==> config.mk <==
export PLATFORM = sky130hd
export DESIGN_NAME = vending_machine
export DESIGN_NICKNAME = d
export VERILOG_FILES = /design/src/source/vend_pkg.sv /design/src/source/selection_decoder.sv /design/src/source/credit_counter.sv /design/src/source/change_dispenser.sv /design/src/source/vend_fsm.sv /design/src/source/vending_machine.sv
export VERILOG_INCLUDE_DIRS = /design/src /design/src/source
export SDC_FILE = /design/constraint.sdc
export NUM_CORES = 1
export LEC_CHECK = 0
export BUFFER_PORTS_ARGS = -buffer_cell sky130_fd_sc_hd__buf_2
export CORE_ASPECT_RATIO = 1.25
export CORE_MARGIN = 5
export CORE_UTILIZATION = 25
export CTS_BUF_LIST = sky130_fd_sc_hd__clkbuf_4 sky130_fd_sc_hd__clkbuf_8
export CTS_CLUSTER_DIAMETER = 60
export DETAILED_ROUTE_END_ITERATION = 8
export HOLD_SLACK_MARGIN = 0.03
export SETUP_SLACK_MARGIN = 0.1
export SYNTH_ARGS = -nofsm -noshare
export SYNTH_HDL_FRONTEND = slang
export SYNTH_SLANG_ARGS = --single-unit
==> constraint.sdc <==
create_clock -name clock -period 6.37 [get_ports clock]
set_clock_uncertainty 0.1 [all_clocks]
set_input_delay 0.637 -clock clock [delete_from_list [all_inputs] [get_ports clock]]
set_output_delay 0.637 -clock clock [all_outputs]
set_load 0.005 [all_outputs]
==> src/source/vend_defines.svh <==
// Vending machine widths, coin values, row prices and credit limit
`ifndef VEND_DEFINES_SVH
`define VEND_DEFINES_SVH

// Bus widths
`define CREDIT_W        10          // Cents, up to 999
`define COIN_W          3
`define ITEM_W          5

// Button matrix
`define NUM_ROWS        4           // Rows A to D
`define NUM_COLS        5           // Columns 1 to 5

// Coin values in cents for coin codes 1 to 6
`define COIN_VAL_1      1
`define COIN_VAL_2      5
`define COIN_VAL_3      10
`define COIN_VAL_4      25
`define COIN_VAL_5      50
`define COIN_VAL_6      100

// Row prices in cents
`define PRICE_A         100
`define PRICE_B         125
`define PRICE_C         150
`define PRICE_D         175

`define CREDIT_LIMIT    999         // Coins past this are refused

`endif

==> src/source/vend_pkg.sv <==
// Shared types and coin value lookup for the vending machine controller
`include "vend_defines.svh"
`default_nettype none

package vend_pkg;

    typedef logic [`CREDIT_W-1:0] credit_t;     // Amount in cents
    typedef logic [`COIN_W-1:0]   coin_t;       // 0 none, 1 to 6 coins, 7 invalid
    typedef logic [`ITEM_W-1:0]   item_t;       // 0 none, 1 to 20 items

    typedef enum logic [1:0] {
        ST_IDLE,                                // Taking coins and selections
        ST_VEND,                                // Waiting for the food sensor
        ST_CHANGE                               // Paying out the remainder
    } vend_state_t;

    // Cent value of a coin code, zero for no coin and the invalid code
    function automatic credit_t coin_value(input coin_t code);
        credit_t value;
        case (code)
            coin_t'(1): value = credit_t'(`COIN_VAL_1);
            coin_t'(2): value = credit_t'(`COIN_VAL_2);
            coin_t'(3): value = credit_t'(`COIN_VAL_3);
            coin_t'(4): value = credit_t'(`COIN_VAL_4);
            coin_t'(5): value = credit_t'(`COIN_VAL_5);
            coin_t'(6): value = credit_t'(`COIN_VAL_6);
            default:    value = '0;
        endcase
        return value;
    endfunction

endpackage

`default_nettype wire

==> src/source/selection_decoder.sv <==
// Selection decoder that masks unaffordable rows and forms item code and price
`include "vend_defines.svh"
`default_nettype none

module selection_decoder import vend_pkg::*; (
    input  credit_t              credit,
    input  logic [`NUM_ROWS-1:0] row_buttons,
    input  logic [`NUM_COLS-1:0] col_buttons,
    output logic                 sel_valid,
    output item_t                sel_item,
    output credit_t              sel_price
);

    localparam credit_t ROW_PRICE [`NUM_ROWS] = '{
        credit_t'(`PRICE_A),
        credit_t'(`PRICE_B),
        credit_t'(`PRICE_C),
        credit_t'(`PRICE_D)
    };

    logic [`NUM_ROWS-1:0] affordable;
    logic [`NUM_ROWS-1:0] row_mask;
    logic [2:0]           row_idx;
    logic [2:0]           col_idx;

    // Index of the lowest set bit, zero when none is set
    function automatic logic [2:0] lowest_set(input logic [`NUM_COLS-1:0] bits);
        logic [2:0] idx;
        idx = '0;
        for (int i = `NUM_COLS - 1; i >= 0; i--) begin
            if (bits[i]) begin
                idx = 3'(i);
            end
        end
        return idx;
    endfunction

    //////////////////////////////////////////////////////////////////////
    // Price gating
    //////////////////////////////////////////////////////////////////////

    always_comb begin
        for (int r = 0; r < `NUM_ROWS; r++) begin
            affordable[r] = (credit >= ROW_PRICE[r]);
        end
    end

    assign row_mask = row_buttons & affordable;     // Only rows the credit covers

    //////////////////////////////////////////////////////////////////////
    // Priority encode and item code
    //////////////////////////////////////////////////////////////////////

    assign row_idx = lowest_set({{(`NUM_COLS - `NUM_ROWS){1'b0}}, row_mask});
    assign col_idx = lowest_set(col_buttons);

    assign sel_valid = (|row_mask) && (|col_buttons);

    always_comb begin
        if (sel_valid) begin
            sel_item  = item_t'(int'(row_idx) * `NUM_COLS + int'(col_idx) + 1);
            sel_price = ROW_PRICE[row_idx[1:0]];
        end else begin
            sel_item  = '0;                         // No item
            sel_price = '0;
        end
    end

endmodule

`default_nettype wire

==> src/source/credit_counter.sv <==
// Credit register that adds coins, charges the row price and pays out change
`include "vend_defines.svh"
`default_nettype none

module credit_counter import vend_pkg::*; (
    input  logic    clock,
    input  logic    reset,
    input  coin_t   coin_inserted,
    input  logic    accept_coins,
    input  logic    charge,
    input  credit_t sel_price,
    input  credit_t payout_value,
    output credit_t credit
);

    localparam int unsigned SUM_W = `CREDIT_W + 1;  // Room for one carry

    credit_t          coin_val;
    logic [SUM_W-1:0] with_coin;
    logic             coin_ok;
    credit_t          price_due;
    credit_t          credit_next;

    //////////////////////////////////////////////////////////////////////
    // Next credit
    //////////////////////////////////////////////////////////////////////

    always_comb begin
        coin_val  = coin_value(coin_inserted);
        with_coin = {1'b0, credit} + {1'b0, coin_val};

        // Refuse no coin, invalid code and anything over the limit
        coin_ok = accept_coins && (coin_val != '0)
                  && (with_coin <= SUM_W'(`CREDIT_LIMIT));

        price_due = charge ? sel_price : '0;

        credit_next = (coin_ok ? with_coin[`CREDIT_W-1:0] : credit)
                      - price_due
                      - payout_value;               // Zero outside payout
    end

    always_ff @(posedge clock or posedge reset) begin
        if (reset) begin
            credit <= '0;
        end else begin
            credit <= credit_next;
        end
    end

endmodule

`default_nettype wire

==> src/source/change_dispenser.sv <==
// Greedy change picker that returns one coin per cycle, largest first
`default_nettype none

module change_dispenser import vend_pkg::*; (
    input  logic    clock,
    input  logic    reset,
    input  logic    pay_enable,
    input  credit_t credit,
    output coin_t   coin_to_return,
    output credit_t payout_value
);

    localparam int NUM_COINS = 6;                   // Codes 1 to 6

    coin_t next_coin;

    //////////////////////////////////////////////////////////////////////
    // Coin choice
    //////////////////////////////////////////////////////////////////////

    // Values rise with the code, so the last fit is the largest
    always_comb begin
        next_coin = '0;
        if (pay_enable) begin
            for (int c = 1; c <= NUM_COINS; c++) begin
                if (coin_value(coin_t'(c)) <= credit) begin
                    next_coin = coin_t'(c);
                end
            end
        end
    end

    assign payout_value = coin_value(next_coin);    // Taken off credit this edge

    always_ff @(posedge clock or posedge reset) begin
        if (reset) begin
            coin_to_return <= '0;
        end else begin
            coin_to_return <= next_coin;            // Zero when nothing is paid
        end
    end

endmodule

`default_nettype wire

==> src/source/vend_fsm.sv <==
// Controller state machine for idle, vend and change payout
`default_nettype none

module vend_fsm import vend_pkg::*; (
    input  logic    clock,
    input  logic    reset,
    input  credit_t credit,
    input  logic    sel_valid,
    input  item_t   sel_item,
    input  logic    food_dispensed,
    output logic    accept_coins,
    output logic    charge,
    output logic    pay_enable,
    output item_t   food_selection
);

    vend_state_t state;
    vend_state_t state_next;
    logic        vend_done;
    logic        change_done;

    //////////////////////////////////////////////////////////////////////
    // Control outputs
    //////////////////////////////////////////////////////////////////////

    assign accept_coins = (state == ST_IDLE);
    assign charge       = sel_valid && (state == ST_IDLE);
    assign pay_enable   = (state == ST_CHANGE);

    assign vend_done   = (state == ST_VEND) && food_dispensed;
    assign change_done = (state == ST_CHANGE) && (credit == '0);

    //////////////////////////////////////////////////////////////////////
    // State transitions
    //////////////////////////////////////////////////////////////////////

    always_comb begin
        state_next = state;
        case (state)
            ST_IDLE: begin
                if (charge) begin
                    state_next = ST_VEND;
                end
            end
            ST_VEND: begin
                if (vend_done) begin
                    state_next = ST_CHANGE;         // Food has dropped
                end
            end
            ST_CHANGE: begin
                if (change_done) begin
                    state_next = ST_IDLE;
                end
            end
            default: begin
                state_next = ST_IDLE;
            end
        endcase
    end

    always_ff @(posedge clock or posedge reset) begin
        if (reset) begin
            state <= ST_IDLE;
        end else begin
            state <= state_next;
        end
    end

    //////////////////////////////////////////////////////////////////////
    // Item code register
    //////////////////////////////////////////////////////////////////////

    // Holds the chosen item for the whole vend
    always_ff @(posedge clock or posedge reset) begin
        if (reset) begin
            food_selection <= '0;
        end else if (charge) begin
            food_selection <= sel_item;             // Entering vend
        end else if (vend_done) begin
            food_selection <= '0;                   // Leaving vend
        end
    end

endmodule

`default_nettype wire

==> src/source/vending_machine.sv <==
// Vending machine controller top level joining FSM, decoder, counter and dispenser
`include "vend_defines.svh"
`default_nettype none

module vending_machine import vend_pkg::*; (
    input  logic                 clock,
    input  logic                 reset,
    input  coin_t                coin_inserted,
    input  logic [`NUM_ROWS-1:0] row_buttons,     // Bit 0 is row A
    input  logic [`NUM_COLS-1:0] col_buttons,     // Bit 0 is column 1
    input  logic                 food_dispensed,
    output credit_t              credit_display,
    output item_t                food_selection,
    output coin_t                coin_to_return
);

    credit_t credit;
    logic    sel_valid;
    item_t   sel_item;
    credit_t sel_price;
    logic    accept_coins;
    logic    charge;
    logic    pay_enable;
    credit_t payout_value;

    assign credit_display = credit;                 // Live credit

    //////////////////////////////////////////////////////////////////////
    // Control
    //////////////////////////////////////////////////////////////////////

    vend_fsm u_vend_fsm (
        .clock          (clock),
        .reset          (reset),
        .credit         (credit),
        .sel_valid      (sel_valid),
        .sel_item       (sel_item),
        .food_dispensed (food_dispensed),
        .accept_coins   (accept_coins),
        .charge         (charge),
        .pay_enable     (pay_enable),
        .food_selection (food_selection)
    );

    selection_decoder u_selection_decoder (
        .credit      (credit),
        .row_buttons (row_buttons),
        .col_buttons (col_buttons),
        .sel_valid   (sel_valid),
        .sel_item    (sel_item),
        .sel_price   (sel_price)
    );

    //////////////////////////////////////////////////////////////////////
    // Money path
    //////////////////////////////////////////////////////////////////////

    credit_counter u_credit_counter (
        .clock         (clock),
        .reset         (reset),
        .coin_inserted (coin_inserted),
        .accept_coins  (accept_coins),
        .charge        (charge),
        .sel_price     (sel_price),
        .payout_value  (payout_value),
        .credit        (credit)
    );

    change_dispenser u_change_dispenser (
        .clock          (clock),
        .reset          (reset),
        .pay_enable     (pay_enable),
        .credit         (credit),
        .coin_to_return (coin_to_return),
        .payout_value   (payout_value)
    );

endmodule

`default_nettype wire

==> summary.txt <==
Critical path
  – Worst EP arrival: 5.78 ns
  – CP most frequent cell: a21o_1
  – Endpoint class of the critical path: flop
  – CP required: 6.45 ns
  – CP Launch Type: input pin
  – CP max stage delay: 0.45 ns
  – Worst-path maximum fanout: 9
  – CP cell instances: buf_2 -> nand2b_1 -> a21boi_0 -> ha_1 -> a211oi_1 -> nor2_1 -> xor2_1 -> o2111ai_1 -> nor2b_2 -> a21o_2 -> a21oi_2 -> nor2_1 -> a21oi_1 -> fa_1 -> ha_1 -> nor2b_1 -> o21ai_0 -> nand2b_1 -> a21o_1 -> a21o_1 -> a21o_1 -> a21oi_1 -> xnor2_1
  – Slowest CP cell: fa_1
  – Setup Crit Path Kind: input pin to flop

Layout
  – Area of the multi-input gates: 0.00176 mm2
  – Commonest non-fill, non-tap cell in the layout: buf_2
  – Filler cells: 1039
  – Post-route cell area: 0.00276 mm2
  – Share of cells above drive strength 1: 15.0%
  – Commonest cells after routing, fill and taps aside: buf_2, inv_1, nor2_1, ha_1
  – Layout Nets: 369
  – Area grow syn2layout: 14.3%
  – Diodes inserted: 0
  – Register area: 500 um2

Flow run
  – Number of max-cap violations: 0

Synthesis
  – Gate count after technology mapping: 295
  – Post-synth top flop: dfrtp_1
  – Syn Nets: 343
  – Synth async-reset ratio: 100%
  – Syn. warnings: 0
  – Number of flops mapped to enable cells by yosys: 0
  – Yosys reg bits: 20
  – Syn avg cell area: 8.18 um2
  – Yosys cell types: 50
  – Synth Cell Area: 0.00241 mm2
  – Sequential fraction of the synthesis area: 20.7%

Clock network
  – Total setup buffers inserted after CTS: 0
  – Clock sinks: 20
  – Post-CTS Resized: 0
  – Cts hold-fix bufs: 0
  – Root buf cell: clkbuf_8
  – CTS tree: built
  – CTS max path bufs: 2
  – Clock slew at reported path FFs: 0.09 ns
  – Number of buffers created by CTS: 3
  – Clk Latency, worst-skew pair: 0.26 ns
  – H-tree lvl count: 1

STA
  – Slew HR: 47.8%
  – Final WS setup: 0.671 ns
  – Final min period: 5.70 ns
  – Period utilisation layout: 89.5%
  – Peak Freq: 175 MHz
  – Slew Viols, Final: 0
  – Final setup violation count: 0
  – RSZ-0062 raised after global routing: false
  – Least-Margin Pin Slew: 0.782 ns
  – Setup_tns: 0 ns
  – Final hold viol count: 0

Floorplanning
  – Chip Width: 97.9 um
  – Initial core utilization: 25.4%
  – Die Y: 120 um
  – Core ar.: 0.00951 mm2
  – Die Area: 0.0117 mm2
  – IO Pins: 33
  – # rows: 40

Placed design
  – GPL Wtd Cong: 0.898
  – PortBufs: 32
  – Placed Area: 0.00269 mm2
  – Dpl hpwl: 5.10 mm
  – Worst slack at placement: 0.450 ns

Routing
  – Final ANT Viol Nets: 0
  – # DRC: 0
  – Via count: 2217
  – Vias/cell: 4.97
  – WL/cell: 13.8 um
  – Drt first pass iters: 4
  – Final wirelength: 6.15 mm
  – 1st-iter DRT viols: 83

Global route
  – Tot GR Track Use: 10.8%
  – First-pass GRT wire length: 10.4 mm
  – Largest net degree at the start of global routing: 21
  – GRT overflow: 0
  – Vias in the first global route: 2276
  – Initial antenna violation count: 0

Min path
  – HP Class: input pin to async pin

Run status
  – Status: completed
-- cell type report --
cell class / count / area share (%)
clock buffers: 3 / 1.50
clock inverters: 1 / 1.09
inverters: 28 / 3.81
multi-input cells: 236 / 63.9
flip-flops and latches: 20 / 18.2
well taps: 126 / 5.72
repair buffers: 32 / 5.81
-- path summary, 6_finish.rpt --
kind	start	depth (start not counted)	slack, ns	to
max in group asynchronous	reset	2	5.27	u_change_dispenser.coin_to_return[2]
max reg2reg	u_credit_counter.credit[0]	21	1.00	u_credit_counter.credit[8]
min reg2reg	u_vend_fsm.food_selection[0]	2	0.40	u_vend_fsm.food_selection[0]
min in group clock	u_vend_fsm.food_selection[0]	2	0.40	u_vend_fsm.food_selection[0]
max	coin_inserted[1]	23	0.67	u_credit_counter.credit[8]
min	reset	2	0.40	u_vend_fsm.state[0]
-- flip-flops by register name, indices dropped and copies added (netlist names) --
signal and flops:
u_change_dispenser.coin_to_return 3, u_credit_counter.credit 10, u_vend_fsm.food_selection 5, u_vend_fsm.state 2
-- worst max-delay path, delay by kind of cell --
kind	cells	cell delay (ns)
compound gates	11	2.76
fa+ha+maj	3	1.17
simple gates	6	0.75
xor+xnor	2	0.32
buf+inv	1	0.13
-- cell usage after synthesis, types with 7 or more instances --
master,n,area share [%]
nor2b_1,7,1.8
mux2i_1,8,3.3
xnor2_1,9,3.3
nand3_1,10,2.1
nand2b_1,9,2.3
fa_1,9,7.5
dfrtp_1,20,21
nor2_1,28,4.4
a21oi_1,12,2.5
nand2_1,15,2.3
a21o_1,11,3.4
inv_1,28,4.4
o21ai_0,20,4.1
xor2_1,8,2.9
clkbuf_1,8,1.2
ha_1,24,12
-- cell families (layout without fill, tap and decap cells) --
logic type	count (synthesis)	after routing	synth area share, %
DFF	20	20	20.7
muxes	11	11	4.82
xor gates and xnor gates	17	17	6.17
adders and majority gates	33	33	19.9
AOI/OAI and AO/OA	77	77	21.5
buffers and inverters	39	64	6.22
and+or+nand+nor	98	98	20.6
-- layer usage --
metal	global-route usage, %	vias to the layer above	routed length (um)
met1	12.8	1070	2690
met3	1.34	6	248
met4	3.81	0	79
li1	-	1089	-
met5	0	-	0
met2	19.8	52	3140
-- stage by stage --
stage	hold WS [ns]	std cells	util [%]
finish	0.401	446	29.0
floorplan	0.394	295	-
detailed placement	0.386	442	28.2
global route	0.432	446	29.0
CTS	0.406	446	29.0
global placement	0.387	442	28.2
Power is left out: the tool's default activity adds up to more than one toggle a clock period on the data nets, which glitch-free logic cannot reach.
